`config.mk`:
```
export PLATFORM = sky130hd
export DESIGN_NAME = sbit_router_top
export DESIGN_NICKNAME = d
export VERILOG_FILES = /design/src/rtl/sbit_router_pkg.sv /design/src/rtl/sbit_router_top.sv /design/src/rtl/ext_sbit_mux.sv /design/src/rtl/sbit_partition_stage.sv /design/src/rtl/vfat_activity_stage.sv /design/src/rtl/sbit_cfg_regs.sv
export SDC_FILE = /design/constraint.sdc
export NUM_CORES = 1
export LEC_CHECK = 0
export ABC_AREA = 1
export BUFFER_PORTS_ARGS = -buffer_cell sky130_fd_sc_hd__buf_4
export CAP_MARGIN = 20
export CORE_UTILIZATION = 40
export CTS_CLUSTER_DIAMETER = 200
export CTS_CLUSTER_SIZE = 10
export DETAILED_ROUTE_END_ITERATION = 10
export GPL_TIMING_DRIVEN = 1
export PLACE_DENSITY_LB_ADDON = 0.05
export SLEW_MARGIN = 20
export SYNTH_ARGS = -nofsm -noshare
export SYNTH_HDL_FRONTEND = slang
export SYNTH_SLANG_ARGS = --single-unit
```
`constraint.sdc`:
```
create_clock -name clock -period 2.2 [get_ports clock]
set_clock_uncertainty 0.15 [all_clocks]
set_input_delay 0.33 -clock clock [delete_from_list [all_inputs] [get_ports clock]]
set_output_delay 0.33 -clock clock [all_outputs]
set_load 0.01 [all_outputs]
```
`src/rtl/sbit_router_pkg.sv`:
```
// --------------------
// Shared sizes, mode codes, register map and config word layout of the
// trigger-output router. Imported by every router module and the testbench
// --------------------

`default_nettype none

package sbit_router_pkg;

  // Chamber geometry
  localparam int num_vfats        = 24;
  localparam int num_out          = 8;
  localparam int num_eta          = 8;
  localparam int num_sectors      = 6;
  localparam int vfats_per_sector = 4;

  // Per-line selection fields
  localparam int sel_w    = 5;
  localparam int mode_w   = 2;
  // Every source is zero extended to this span, so a large sel reads 0
  localparam int sel_span = 1 << sel_w;

  localparam logic [mode_w-1:0] mode_vfat   = 2'd0;
  localparam logic [mode_w-1:0] mode_eta    = 2'd1;
  localparam logic [mode_w-1:0] mode_sector = 2'd2;
  localparam logic [mode_w-1:0] mode_off    = 2'd3;

  // --------------------
  // AXI4-Lite register map
  localparam int addr_w    = 4;
  localparam int data_w    = 32;
  localparam int cfg_lanes = data_w / 8;

  localparam logic [addr_w-1:0] reg_cfg_lo = 4'h0;
  localparam logic [addr_w-1:0] reg_cfg_hi = 4'h4;
  localparam logic [addr_w-1:0] reg_mask   = 4'h8;

  localparam logic [1:0] resp_okay   = 2'd0;
  localparam logic [1:0] resp_slverr = 2'd2;

  // Cycles from active_vfats_i to ext_sbits_o
  localparam int pipe_latency = 3;

  // One byte of a config word, one output line
  typedef struct packed {
    logic              pad;
    logic [mode_w-1:0] mode;
    logic [sel_w-1:0]  sel;
  } chan_cfg_t;

  // Raw view for the bus and byte strobes, lane view for the lines
  typedef union packed {
    logic [data_w-1:0]               raw;
    chan_cfg_t [cfg_lanes-1:0]       lane;
  } cfg_word_u;

endpackage

`default_nettype wire
```
`src/rtl/sbit_router_top.sv`:
```
// --------------------
// Trigger-output router top. Register block beside a three stage
// pipeline from chip activity bits to the external lines
// --------------------

`timescale 1ns/100ps
`default_nettype none

module sbit_router_top import sbit_router_pkg::*; (
  input  logic                 clock,
  input  logic                 reset,
  // AXI4-Lite slave
  input  logic [addr_w-1:0]    awaddr_i,
  input  logic                 awvalid_i,
  output logic                 awready_o,
  input  logic [data_w-1:0]    wdata_i,
  input  logic [data_w/8-1:0]  wstrb_i,
  input  logic                 wvalid_i,
  output logic                 wready_o,
  output logic [1:0]           bresp_o,
  output logic                 bvalid_o,
  input  logic                 bready_i,
  input  logic [addr_w-1:0]    araddr_i,
  input  logic                 arvalid_i,
  output logic                 arready_o,
  output logic [data_w-1:0]    rdata_o,
  output logic [1:0]           rresp_o,
  output logic                 rvalid_o,
  input  logic                 rready_i,
  // Trigger path
  input  logic [num_vfats-1:0] active_vfats_i,
  output logic [num_out-1:0]   ext_sbits_o
);

  cfg_word_u              cfg_lo;
  cfg_word_u              cfg_hi;
  logic [num_vfats-1:0]   vfat_mask;
  logic [num_vfats-1:0]   vfat_bits_s1;
  logic [num_vfats-1:0]   vfat_bits_s2;
  logic [num_eta-1:0]     eta_bits;
  logic [num_sectors-1:0] sector_bits;

  sbit_cfg_regs regs0 (
    .clock, .reset,
    .awaddr_i, .awvalid_i, .awready_o,
    .wdata_i, .wstrb_i, .wvalid_i, .wready_o,
    .bresp_o, .bvalid_o, .bready_i,
    .araddr_i, .arvalid_i, .arready_o,
    .rdata_o, .rresp_o, .rvalid_o, .rready_i,
    .cfg_lo_o    (cfg_lo),
    .cfg_hi_o    (cfg_hi),
    .vfat_mask_o (vfat_mask)
  );

  // Mask, reduce, select
  vfat_activity_stage act0 (
    .clock, .reset,
    .active_vfats_i,
    .vfat_mask_i (vfat_mask),
    .vfat_bits_o (vfat_bits_s1)
  );

  sbit_partition_stage part0 (
    .clock, .reset,
    .vfat_bits_i   (vfat_bits_s1),
    .vfat_bits_o   (vfat_bits_s2),
    .eta_bits_o    (eta_bits),
    .sector_bits_o (sector_bits)
  );

  ext_sbit_mux mux0 (
    .clock, .reset,
    .vfat_bits_i   (vfat_bits_s2),
    .eta_bits_i    (eta_bits),
    .sector_bits_i (sector_bits),
    .cfg_lo_i      (cfg_lo),
    .cfg_hi_i      (cfg_hi),
    .ext_sbits_o
  );

endmodule

`default_nettype wire

```
`src/rtl/ext_sbit_mux.sv`:
```
// --------------------
// Last pipeline stage. Each output line picks one chip, eta or sector
// bit by its mode and select, and registers it
// --------------------

`timescale 1ns/100ps
`default_nettype none

module ext_sbit_mux import sbit_router_pkg::*; (
  input  logic                   clock,
  input  logic                   reset,
  input  logic [num_vfats-1:0]   vfat_bits_i,
  input  logic [num_eta-1:0]     eta_bits_i,
  input  logic [num_sectors-1:0] sector_bits_i,
  input  cfg_word_u              cfg_lo_i,
  input  cfg_word_u              cfg_hi_i,
  output logic [num_out-1:0]     ext_sbits_o
);

  chan_cfg_t [num_out-1:0] chan;
  logic [sel_span-1:0]     vfat_ext;
  logic [sel_span-1:0]     eta_ext;
  logic [sel_span-1:0]     sector_ext;
  logic [num_out-1:0]      pick;

  // Lines 0..3 from the low word, 4..7 from the high word
  assign chan = {cfg_hi_i.lane, cfg_lo_i.lane};

  // Zero padding above each source covers the out-of-range selects
  assign vfat_ext   = sel_span'(vfat_bits_i);
  assign eta_ext    = sel_span'(eta_bits_i);
  assign sector_ext = sel_span'(sector_bits_i);

  always_comb begin
    for (int n = 0; n < num_out; n++) begin
      case (chan[n].mode)
        mode_vfat:   pick[n] = vfat_ext[chan[n].sel];
        mode_eta:    pick[n] = eta_ext[chan[n].sel];
        mode_sector: pick[n] = sector_ext[chan[n].sel];
        default:     pick[n] = 1'b0;
      endcase
    end
  end

  // Edge 3
  always_ff @(posedge clock) begin
    if (reset) begin
      ext_sbits_o <= '0;
    end else begin
      ext_sbits_o <= pick;
    end
  end

  // --------------------
  // A line switched off or pointed past the end of its source goes quiet one cycle later
  for (genvar n = 0; n < num_out; n++) begin : g_off_chk
    line_off_a : assert property (@(posedge clock) disable iff (reset)
      chan[n].mode == mode_off
      || (chan[n].mode == mode_vfat && int'(chan[n].sel) >= num_vfats)
      || (chan[n].mode == mode_eta && int'(chan[n].sel) >= num_eta)
      || (chan[n].mode == mode_sector && int'(chan[n].sel) >= num_sectors)
      |=> !ext_sbits_o[n]);
  end

endmodule

`default_nettype wire

```
`src/rtl/sbit_partition_stage.sv`:
```
// --------------------
// Second pipeline stage. Reduces the chip bits into eta partitions and
// sectors, and carries a delayed copy of the chip bits alongside
// --------------------

`timescale 1ns/100ps
`default_nettype none

module sbit_partition_stage import sbit_router_pkg::*; (
  input  logic                   clock,
  input  logic                   reset,
  input  logic [num_vfats-1:0]   vfat_bits_i,
  output logic [num_vfats-1:0]   vfat_bits_o,
  output logic [num_eta-1:0]     eta_bits_o,
  output logic [num_sectors-1:0] sector_bits_o
);

  logic [num_eta-1:0]     eta_or;
  logic [num_sectors-1:0] sector_or;

  // Eta partition k collects chips k, k+8, k+16
  always_comb begin
    eta_or = '0;
    for (int k = 0; k < num_eta; k++) begin
      for (int c = k; c < num_vfats; c += num_eta) begin
        eta_or[k] = eta_or[k] | vfat_bits_i[c];
      end
    end
  end

  // Sector s is four adjacent chips
  always_comb begin
    for (int s = 0; s < num_sectors; s++) begin
      sector_or[s] = |vfat_bits_i[s*vfats_per_sector +: vfats_per_sector];
    end
  end

  // --------------------
  // Edge 2 registers all three views from the same sample
  always_ff @(posedge clock) begin
    if (reset) begin
      vfat_bits_o   <= '0;
      eta_bits_o    <= '0;
      sector_bits_o <= '0;
    end else begin
      vfat_bits_o   <= vfat_bits_i;
      eta_bits_o    <= eta_or;
      sector_bits_o <= sector_or;
    end
  end

endmodule

`default_nettype wire

```
`src/rtl/vfat_activity_stage.sv`:
```
// --------------------
// First pipeline stage. Masks the per-chip activity bits so noisy
// chips can be silenced, and registers the result
// --------------------

`timescale 1ns/100ps
`default_nettype none

module vfat_activity_stage import sbit_router_pkg::*; (
  input  logic                 clock,
  input  logic                 reset,
  input  logic [num_vfats-1:0] active_vfats_i,
  input  logic [num_vfats-1:0] vfat_mask_i,
  output logic [num_vfats-1:0] vfat_bits_o
);

  logic [num_vfats-1:0] masked;

  // Mask bit low drops that chip from every mode downstream
  assign masked = active_vfats_i & vfat_mask_i;

  // Edge 1 of the pipeline
  always_ff @(posedge clock) begin
    if (reset) begin
      vfat_bits_o <= '0;
    end else begin
      vfat_bits_o <= masked;
    end
  end

endmodule

`default_nettype wire

```
`src/rtl/sbit_cfg_regs.sv`:
```
// --------------------
// AXI4-Lite slave with the two channel config words and the chip mask.
// One write and one read in flight at most; responses wait for the master
// --------------------

`timescale 1ns/100ps
`default_nettype none

module sbit_cfg_regs import sbit_router_pkg::*; (
  input  logic                 clock,
  input  logic                 reset,
  // Write address and data
  input  logic [addr_w-1:0]    awaddr_i,
  input  logic                 awvalid_i,
  output logic                 awready_o,
  input  logic [data_w-1:0]    wdata_i,
  input  logic [data_w/8-1:0]  wstrb_i,
  input  logic                 wvalid_i,
  output logic                 wready_o,
  // Write response
  output logic [1:0]           bresp_o,
  output logic                 bvalid_o,
  input  logic                 bready_i,
  // Read address and data
  input  logic [addr_w-1:0]    araddr_i,
  input  logic                 arvalid_i,
  output logic                 arready_o,
  output logic [data_w-1:0]    rdata_o,
  output logic [1:0]           rresp_o,
  output logic                 rvalid_o,
  input  logic                 rready_i,
  // Configuration to the pipeline
  output cfg_word_u            cfg_lo_o,
  output cfg_word_u            cfg_hi_o,
  output logic [num_vfats-1:0] vfat_mask_o
);

  logic                 wr_pend;
  logic                 wr_done;
  logic [addr_w-1:0]    wr_addr;
  logic [data_w-1:0]    wr_data;
  logic [data_w/8-1:0]  wr_strb;
  logic [data_w-1:0]    mask_merged;
  logic                 rd_pend;
  logic [addr_w-1:0]    rd_addr;
  logic [data_w-1:0]    rd_word;

  // Replace only the strobed bytes of old_word
  function automatic logic [data_w-1:0] strobe_merge(input logic [data_w-1:0]   old_word,
                                                     input logic [data_w-1:0]   new_word,
                                                     input logic [data_w/8-1:0] strb);
    logic [data_w-1:0] merged;
    merged = old_word;
    for (int b = 0; b < data_w / 8; b++) begin
      if (strb[b]) merged[8*b +: 8] = new_word[8*b +: 8];
    end
    return merged;
  endfunction

  // --------------------
  // Write channel
  // AW and W accepted together, then commit, then B
  always_ff @(posedge clock) begin
    if (reset) begin
      awready_o <= 1'b0;
      wready_o  <= 1'b0;
      wr_pend   <= 1'b0;
      wr_done   <= 1'b0;
      bvalid_o  <= 1'b0;
    end else begin
      awready_o <= awvalid_i && wvalid_i && !bvalid_o && !awready_o && !wr_pend && !wr_done;
      wready_o  <= awvalid_i && wvalid_i && !bvalid_o && !awready_o && !wr_pend && !wr_done;
      wr_pend   <= awready_o && awvalid_i;
      wr_done   <= wr_pend;
      if (wr_done) bvalid_o <= 1'b1;
      else if (bvalid_o && bready_i) bvalid_o <= 1'b0;
    end
  end

  always_ff @(posedge clock) begin
    if (awready_o && awvalid_i) begin
      wr_addr <= awaddr_i;
      wr_data <= wdata_i;
      wr_strb <= wstrb_i;
    end
    if (wr_pend) begin
      bresp_o <= (wr_addr inside {reg_cfg_lo, reg_cfg_hi, reg_mask}) ? resp_okay : resp_slverr;
    end
  end

  // Mask upper byte has no storage
  assign mask_merged = strobe_merge(data_w'(vfat_mask_o), wr_data, wr_strb);

  always_ff @(posedge clock) begin
    if (reset) begin
      // All lines off, every chip enabled
      for (int n = 0; n < cfg_lanes; n++) begin
        cfg_lo_o.lane[n] <= '{pad: 1'b0, mode: mode_off, sel: '0};
        cfg_hi_o.lane[n] <= '{pad: 1'b0, mode: mode_off, sel: '0};
      end
      vfat_mask_o <= '1;
    end else if (wr_pend) begin
      case (wr_addr)
        reg_cfg_lo: cfg_lo_o.raw <= strobe_merge(cfg_lo_o.raw, wr_data, wr_strb);
        reg_cfg_hi: cfg_hi_o.raw <= strobe_merge(cfg_hi_o.raw, wr_data, wr_strb);
        reg_mask:   vfat_mask_o  <= mask_merged[num_vfats-1:0];
        default:    ;
      endcase
    end
  end

  // --------------------
  // Read channel
  always_ff @(posedge clock) begin
    if (reset) begin
      arready_o <= 1'b0;
      rd_pend   <= 1'b0;
      rvalid_o  <= 1'b0;
    end else begin
      arready_o <= arvalid_i && !rvalid_o && !arready_o && !rd_pend;
      rd_pend   <= arready_o && arvalid_i;
      if (rd_pend) rvalid_o <= 1'b1;
      else if (rvalid_o && rready_i) rvalid_o <= 1'b0;
    end
  end

  always_comb begin
    case (rd_addr)
      reg_cfg_lo: rd_word = cfg_lo_o.raw;
      reg_cfg_hi: rd_word = cfg_hi_o.raw;
      reg_mask:   rd_word = data_w'(vfat_mask_o);
      default:    rd_word = '0;
    endcase
  end

  always_ff @(posedge clock) begin
    if (arready_o && arvalid_i) rd_addr <= araddr_i;
    if (rd_pend) begin
      rdata_o <= rd_word;
      rresp_o <= (rd_addr inside {reg_cfg_lo, reg_cfg_hi, reg_mask}) ? resp_okay : resp_slverr;
    end
  end

  // Responses and their payload held until the master takes them
  bvalid_held_a : assert property (@(posedge clock) disable iff (reset)
    bvalid_o && !bready_i |=> bvalid_o && $stable(bresp_o));
  rvalid_held_a : assert property (@(posedge clock) disable iff (reset)
    rvalid_o && !rready_i |=> rvalid_o && $stable(rdata_o) && $stable(rresp_o));

endmodule

`default_nettype wire

```
# Word-level counts from Yosys, hierarchy flattened
# Index checks and enable logic that the tools add are counted.
classes:
  magnitude_cmp: 8
  n_eq_ne: 20
  mux: 63
  bitwise: 17
  n_reduce_logical: 50
op_table:
  columns: ["cell", "count"]
  rows:
  - ["1-bit binary-select mux with 5-bit select", 24]
  - ["32-bit one-hot mux with 3 select lines", 1]
  - ["5-bit by 6-bit less-than comparator with 1-bit output, second input constant", 8]
  - ["3-bit AND reduction", 11]
  - ["1-bit 2-to-1 mux", 28]
  - ["24-bit bitwise AND", 1]
  - ["1-bit one-hot mux with 3 select lines", 8]
  - ["4-bit OR reduction", 6]
  - ["2-bit by 1-bit equality test with 1-bit output, second input constant", 8]
  - ["2-bit equality test, second input constant", 8]
  - ["2-bit logical NOT", 8]
  - ["1-bit OR", 16]
  - ["1-bit logical AND", 12]
  - ["4-bit by 3-bit equality test with 1-bit output, second input constant", 2]
  - ["4-bit equality test, second input constant", 2]
  - ["4-bit logical NOT", 2]
  - ["1-bit logical NOT", 7]
  - ["3-bit nonzero test", 2]
  - ["2-bit 2-to-1 mux", 2]
  - ["2-bit nonzero test", 2]
word_totals:
  regBits: 245
  in_bits: 75
  output_inout_bits: 49
  wordCells: 188

# Logic depth before layout (Yosys ltp)
# Gate-level depths: netlist (run 1).
depth:
  word_depth: 5
  depth_mapped: 12
  depth_no_buf: 11

# Cells and area by module
# A second synthesis (run 1) with hierarchy kept.
hier_totals:
  cells_unflattened: 1692
  hier_area_um2: 12350.6
by_module_without_submodules:
  columns: ["mod", "instances", "cells_each", "area_each_um2", "seq_area_each_um2"]
  rows:
  - ["sbit_cfg_regs", 1, 786, 6982.9, 4244.1]
  - ["ext_sbit_mux", 1, 708, 3559.7, 160.2]
  - ["sbit_partition_stage", 1, 124, 1124.8, 760.7]
  - ["vfat_activity_stage", 1, 74, 683.2, 480.5]

# Worst setup path after synthesis (run 1)
# No wires, ideal clock.
synth_path:
  kind: "flip-flop to flip-flop"
  start: "register regs0.awready_o"
  end: "register regs0.wr_addr[0] (enable)"
  setup_time_ns: 0.395
  arrival_ns: 1.274
  required_time_ns: 1.655
  path_slack_ns: 0.382
  path_stages_with_launch: 3
  path_buffers: 0
  synth_period_minus_slack_ns: 1.818
  cell_sequence: "dfxtp_1 -> nand2_1 -> inv_1"
synth_between:
  elab_chain_cells: 1
synth_lines:
  columns: ["item", "line_no", "source"]
  rows:
  - ["start, declared", "sbit_cfg_regs.sv:15", "output logic awready_o,"]
  - ["start signal, assigned", "sbit_cfg_regs.sv:71", "awready_o <= awvalid_i && wvalid_i && !bvalid_o && !awready_o && !wr_pend && !wr_done;"]
  - ["1-bit logical AND", "sbit_cfg_regs.sv:81", "if (awready_o && awvalid_i) begin"]
  - ["end signal, assigned", "sbit_cfg_regs.sv:82", "wr_addr <= awaddr_i;"]
  - ["end, declared", "sbit_cfg_regs.sv:40", "logic [addr_w-1:0] wr_addr;"]
# No other way between the ends.
# A chain may end at the register's enable or synchronous reset.

# Final worst setup path (run 1)
layout_path:
  start: "register regs0.cfg_hi_o[16] (netlist name)"
  end: "register mux0.ext_sbits_o[6]"
layout_between:
  elab_chain_cells: 3
  elab_cells_between_ends: 7
  cone_classes: "7 x mux"
layout_lines:
  columns: ["item", "line_no", "source"]
  rows:
  - ["start, declared", "sbit_cfg_regs.sv:34", "output cfg_word_u cfg_hi_o,"]
  - ["1-bit binary-select mux with 5-bit select (on tied branches)", "ext_sbit_mux.sv:39, ext_sbit_mux.sv:37, ext_sbit_mux.sv:38", null]
  - ["1-bit 2-to-1 mux (on tied branches)", "ext_sbit_mux.sv:39, ext_sbit_mux.sv:37, ext_sbit_mux.sv:38", null]
  - ["1-bit one-hot mux with 3 select lines *", "ext_sbit_mux.sv:36", "case (chan[n].mode)"]
  - ["end signal, assigned", "ext_sbit_mux.sv:50", "ext_sbits_o <= pick;"]
  - ["end, declared", "ext_sbit_mux.sv:17", "output logic [num_out-1:0] ext_sbits_o"]
# Mark *: on every way between the ends. The rest lies on a longest branch, timed or not. The select of a mux whose other input is x is not followed.

==> results of run 1 <==
-- through the flow --
| stage | cells | util (%) | total power [mW] | hold slack [ns] | cell area (um2) |
|---|---|---|---|---|---|
| 4_1_cts | 1982 | 50.0 | 9.74 | 0.00313 | 14000 |
| 6_report | 1982 | 50.0 | 9.66 | 0.0221 | 14000 |
| 3_3_place_gp | 1861 | 44.4 | 5.44 | 0.284 | 12400 |
| 2_1_floorplan | 1424 | - | 5.14 | 0.273 | 11400 |
| 3_5_place_dp | 1861 | 44.4 | 5.45 | 0.289 | 12400 |
| 5_1_grt | 1982 | 50.0 | 10.0 | 0.0234 | 14000 |
-- worst paths after layout --
| check | start | end | slack [ns] |
|---|---|---|---|
| setup / recovery | regs0.cfg_hi_o[16] | mux0.ext_sbits_o[6] | 0.45 |
| hold / removal | reset | act0.vfat_bits_o[19] | 0.02 |
| setup reg to reg | regs0.cfg_hi_o[16] | mux0.ext_sbits_o[6] | 0.45 |
| hold reg to reg | regs0.arready_o | regs0.arready_o | 0.30 |
-- kinds of logic (layout without fill, tap and decap cells) --
family                 Yosys count  in the layout  synth area share [%]
other                            1              2                0.0329
buffers and inverters          222            402                  9.85
AO/OA/AOI/OAI                  347            347                  17.5
flip-flops                     243            243                  49.5
AND/OR/NAND/NOR                610            610                  23.1
-- sequential cells by signal, summed over array words and instances, names as in the netlist, 4 cells and up --
name                 flops
act0.vfat_bits_o        24
mux0.ext_sbits_o         8
part0.eta_bits_o         8
part0.sector_bits_o      6
part0.vfat_bits_o       24
regs0.cfg_hi_o          32
regs0.cfg_lo_o          32
regs0.rd_addr            4
regs0.rdata_o           32
regs0.vfat_mask_o       24
regs0.wr_addr            4
regs0.wr_data           32
regs0.wr_strb            4
-- critical path, cell delays in order, from the launching register on --
cell and delay, ns:
dfxtp_1 0.55, buf_4 0.29, o21ai_0 0.12, o21ai_1 0.19, nand2_1 0.07, nand3_1 0.08
nand3_1 0.09, a21oi_2 0.14
-- area by class of cell --
class                   instances  area share [%]
repair buffers                222            13.5
well taps                     378            3.39
clock inverters                 1          0.0628
inverters                     134            3.68
clock buffers                  45            5.63
flip-flops and latches        243            40.5
multi-input cells             959            33.3
-- metal layers --
layer	track usage, %	up-vias	routed length [um]
met2	40.6	420	17000
met3	3.22	64	2820
met1	38.3	4944	17400
met5	0	-	0
li1	-	5157	-
met4	6.75	0	771
-- power by group --
part           internal, mW  switching [mW]  total [mW]
clock network          2.41            1.79        4.20
logic                 0.292           0.338       0.630
registers              4.71           0.122        4.84
total                  7.41            2.25        9.66
-- Yosys cell counts, types with 2 or more instances --
cell type,instances
nor2_4,11
nand4_1,8
o211ai_1,22
clkbuf_1,17
clkbuf_2,3
a21oi_2,8
nor2_1,89
edfxtp_1,78
inv_2,17
buf_4,10
buf_2,29
nand3_1,156
o2111ai_1,8
o22ai_1,8
inv_1,113
nand2_1,331
a41oi_1,6
o21ai_2,2
nor3_1,8
inv_4,4
o21ai_0,103
nor4_1,2
dfxtp_1,165
a21oi_1,107
a31oi_1,8
o221ai_1,24
buf_1,2
buf_6,27
o21ai_1,49
nor3_2,2
==> qor.txt, run 1 <==
status = complete, no violations
Worst-Margin Slew = 0.606 ns
Die W = 171 um
area leader, netlist = dfxtp_1
PD cells = 693 nW/um2
Leakage = 5.53 nW
Post-synth ARST share = 0%
Final setup viols = 0
vias in the first global route = 9620
Pre-Repair DR Iteration Count = 6
setup_tns = 0 ns
Layout Nets = 1663
Clock transition at path regs = 0.06 ns
Synth top area share = 28.9%
Synth cell types = 36
most frequent cells in the layout = nand2_1 (331), dfxtp_1 (164), nand3_1 (156)
unrepaired setup endpoints after global routing = false
post-route antenna net violation count = 0
ys flop type = dfxtp_1
Register Area = 5650 um2
Antenna Cells = 0
CP Class = reg -> reg
Post-Place Worst Slack = 0.461 ns
Worst Hold Class = in -> reg
total congestion overflow = 0
first-pass GRT wire length = 57500 um
ratio of cells with drive above 1 in the final layout = 14.2%
CTS tree = yes
PostCTS Resize Cnt = 0
vias per inst = 5.34
Setup Fix Bufs, Post-CTS = 0
Initial Util = 40.9%
initial antenna violation count = 0
vias = 10600
CP Launch Type = flip-flop
synthesized area per cell = 8.02 um2
Max-cap violations = 0
Clk Latency, worst-skew pair = 0.55 ns
Die ar. = 29200 um2
Fmax achieved = 570 MHz
clock buffer depth = 3
Tmin final = 1.75 ns
Worst setup EP type = flip-flop
clock root buffer = clkbuf_16
htree depth = 1
Core ar. = 27900 um2
drt wl/cell = 19.1 um
VDD IR-drop max = 0.465 mV
Reg2Reg Depth = 7
cts-stage hold buffer count = 75
critical path fanouts, max = 19
DPL Wire Length = 25700 um
CP required = 2.53 ns
io pins = 124
Ys Warns = 0
port bufs = 121
Post-synth EDFFs = 78
TritonCTS Sinks = 243
final hold viol count = 0
Fillers = 2808
placer congestion estimate = 0.900
Worst slew margin = 59.5%
DRC Markers = 0
fin crit share = 79.7%
Total GRT Usage = 26.2%
Multi-input gate area = 4650 um2
top cells by area, synth = dfxtp_1 (29%), edfxtp_1 (21%), nand2_1 (11%)
most common cell after layout, fill and taps aside = nand2_1
synthesized flop and latch total = 243
synth-to-layout area growth = 22.3%
FP Rows = 61
wirelength, routed = 37900 um
Seq/Total Area, Yosys = 49.5%
max-slew violation count = 0
pin count of the biggest net entering global routing = 42
die height = 171 um
Mapped Area = 11400 um2
worst setup margin = 0.447 ns
DRT iter0 DRCs = 1117
hold depth = 2
critical path arrival = 2.09 ns
Synth Instances = 1423
cts bufs inserted = 28
Note: power is estimated with default switching activity, not from simulation.
==> run 2: changes to the inputs <==
--- a/config.mk
+++ b/config.mk
@@ -5,7 +5,7 @@
 export SDC_FILE = /design/constraint.sdc
 export NUM_CORES = 1
 export LEC_CHECK = 0
-export ABC_AREA = 1
+export ABC_AREA = 0
 export BUFFER_PORTS_ARGS = -buffer_cell sky130_fd_sc_hd__buf_4
 export CAP_MARGIN = 20
 export CORE_UTILIZATION = 40
==> constraint.sdc (replaced) <==
create_clock -name clock -period 1.45 [get_ports clock]
set_clock_uncertainty 0.15 [all_clocks]
set_input_delay 0.2175 -clock clock [delete_from_list [all_inputs] [get_ports clock]]
set_output_delay 0.2175 -clock clock [all_outputs]
set_load 0.01 [all_outputs]
==> qor.txt, run 2 <==
status = finished, violations left
failing checks = setup timing
most common cell after layout, fill and taps aside = buf_4
die height = 167 um (-2.4%)
synthesized area per cell = 11.8 um2 (+48%)
VDD IR-drop max = 0.836 mV (+80%)
placer congestion estimate = 0.843 (-6.3%)
Tmin final = 1.83 ns (+0.0750 ns)
max-slew violation count = 0 (unchanged)
Post-Place Cells = 1469 (-21%)
critical path fanouts, max = 5 (-14)
ratio of cells with drive above 1 in the final layout = 48.2% (+34 points)
FP Rows = 59 (-3.3%)
PD cells = 907 nW/um2 (+31%)
Post-synth ARST share = 0% (unchanged)
Non-Filler Instances = 1628 (-18%)
io pins = 124 (unchanged)
Initial Util = 41.3% (+0.40 points)
top cells by area, synth = dfxtp_1 (30%), edfxtp_1 (22%), mux4_2 (13%)
synth-to-layout area growth = 52.3%
Seq/Total Area, Yosys = 51.9% (+2.5 points)
Die W = 167 um (-2.4%)
post-route antenna net violation count = 0 (unchanged)
fin crit share = 126% (+46 points)
area leader, netlist = dfxtp_1
Worst setup EP type = flip-flop
final hold viol count = 0 (unchanged)
Synth top area share = 30.4% (+1.4 points)
vias in the first global route = 9148 (-4.9%)
wirelength, routed = 36700 um (-3.2%)
initial antenna violation count = 1 (+1)
Clk Latency, worst-skew pair = 0.54 ns (about the same)
Critical Path Source = regs0.cfg_lo_o[16]
cts bufs inserted = 28 (unchanged)
CTS tree = yes
Synth Instances = 918 (-35%)
ys flop type = dfxtp_1
Fmax achieved = 547 MHz (-4.1%)
DRC Markers = 0 (unchanged)
worst flop-to-flop path startpoint = regs0.cfg_lo_o[16]
vias = 9180 (-13%)
Layout Nets = 1347 (-19%)
first-pass GRT wire length = 54500 um (-5.2%)
most frequent cells in the layout = buf_4 (212), dfxtp_1 (129), edfxtp_1 (78)
Post-Place Worst Slack = -0.553 ns (-1.01 ns)
Synth cell types = 46 (+28%)
CP Launch Type = flip-flop
top cells by count, synth = dfxtp_1 (165), nand2_1 (96), edfxtp_1 (78)
htree depth = 1 (unchanged)
Die ar. = 27800 um2 (-4.7%)
Pre-Repair DR Iteration Count = 6 (unchanged)
DRT iter0 DRCs = 628 (-44%)
clock buffer depth = 3 (unchanged)
Clock transition at path regs = 0.07 ns (about the same)
CP required = 1.74 ns (-0.79 ns)
CP Class = reg -> reg
worst setup margin = -0.378 ns (-0.825 ns)
unrepaired setup endpoints after global routing = true
Core ar. = 26400 um2 (-5.7%)
Worst Hold Class = in -> reg
most numerous cell in the Yosys netlist = dfxtp_1
total congestion overflow = 0 (unchanged)
pin count of the biggest net entering global routing = 36 (-14%)
drt wl/cell = 22.6 um (+18%)
DPL Wire Length = 24600 um (-4.2%)
Ys Warns = 0 (unchanged)
port bufs = 121 (unchanged)
Max-cap violations = 0 (unchanged)
Antenna Cells = 0 (unchanged)
synthesized flop and latch total = 243 (unchanged)
TritonCTS Sinks = 243 (unchanged)
Leakage = 6.38 nW (+15%)
critical path arrival = 2.11 ns (+0.02 ns)
Post-synth EDFFs = 78 (unchanged)
Hold Crit Start = reset
Total GRT Usage = 25.8% (-0.33 points)
Mapped Area = 10900 um2 (-4.7%)
clock root buffer = clkbuf_16
Fillers = 2036 (-27%)
Final setup viols = 138 (+138)
vias per inst = 5.64 (+5.6%)
==> run 2: cell types whose count changed in the layout (fill, tap and decap cells not counted), sizes merged, moves of 62 or more <==
cell	previous run	this run
inv	134	29
nand2	332	96
a21oi	115	26
nand3	156	41
mux4	0	70
o21ai	154	38
buf	147	311
mux2i	0	62
==> run 2: per-layer routing <==
| metal | up-vias | share of wire, % | GRT usage, % |
|---|---|---|---|
| met5 | - | 0 | 0 |
| met3 | 66 | 7.5 | 5.85 |
| li1 | 4196 | - | - |
| met1 | 4551 | 44 | 35.4 |
| met4 | 0 | 2.6 | 7.13 |
| met2 | 367 | 46 | 41.1 |
==> run 2: report_power, final <==
part | switching [mW] | internal (mW)
clock | 2.76 | 3.71
combinational | 0.443 | 0.703
sequential | 0.247 | 7.15
total | 3.45 | 11.6
==> run 2: logic make-up (layout without fill, tap and decap cells) <==
kind of cell	Yosys count	in the layout	share of synthesized area (%)
AO/OA/AOI/OAI	107	107	6.71
buffers and inverters	91	465	3.50
flip-flops	243	243	51.9
multiplexers	150	150	22.3
other	1	2	0.0345
AND/OR/NAND/NOR	326	326	15.5
==> run 2: path summary, 6_finish.rpt <==
kind                       endpoint  slack [ns]  depth (start not counted)
max             mux0.ext_sbits_o[2]       -0.38                          5
min          part0.sector_bits_o[4]        0.05                          3
max reg2reg     mux0.ext_sbits_o[2]       -0.38                          5
min reg2reg         regs0.awready_o        0.27                          1
==> run 2: timing repair <==
action / CTS / global route
buffers inserted: 29 / 7
gates resized for setup: 186 / 147
endpoints found under the hold margin: 79 / 0
cloned: 1 / 2
endpoints found under the setup margin: 153 / 162
pin swaps: 38 / 62
hold buffers: 74 / 0
==> run 2: per-stage QoR <==
step | util (%) | TNS [ns] | cell area (um2) | hold WS (ns) | power (mW)
global route | 62.8 | -42.18 | 16600 | 0.0641 | 15.5
CTS | 60.4 | -29.14 | 15900 | 0.0340 | 15.1
global placement | 51.3 | -41.50 | 13500 | 0.245 | 8.43
floorplan | - | -11.00 | 11100 | 0.147 | 7.83
finish | 62.8 | -31.40 | 16600 | 0.0537 | 15.0
detailed placement | 51.3 | -33.97 | 13500 | 0.247 | 8.43
==> run 2: layout make-up <==
cell class / instances / area (um2) / share of cell area [%]
multi-input combinational: 585 / 5710 / 34.5
timing repair buffer: 386 / 3800 / 23.0
tap: 335 / 419 / 2.53
clock buffer: 50 / 805 / 4.86
sequential: 243 / 5710 / 34.5
inverter: 28 / 105 / 0.635
clock inverter: 1 / 8.76 / 0.0529
==> run 2: worst max-delay path, cell delays in order (launching register included) <==
cell      delay, ns
dfxtp_4        0.39
mux4_2         0.50
mux2_4         0.29
nand4b_2       0.09
o211ai_2       0.08
a211o_1        0.22
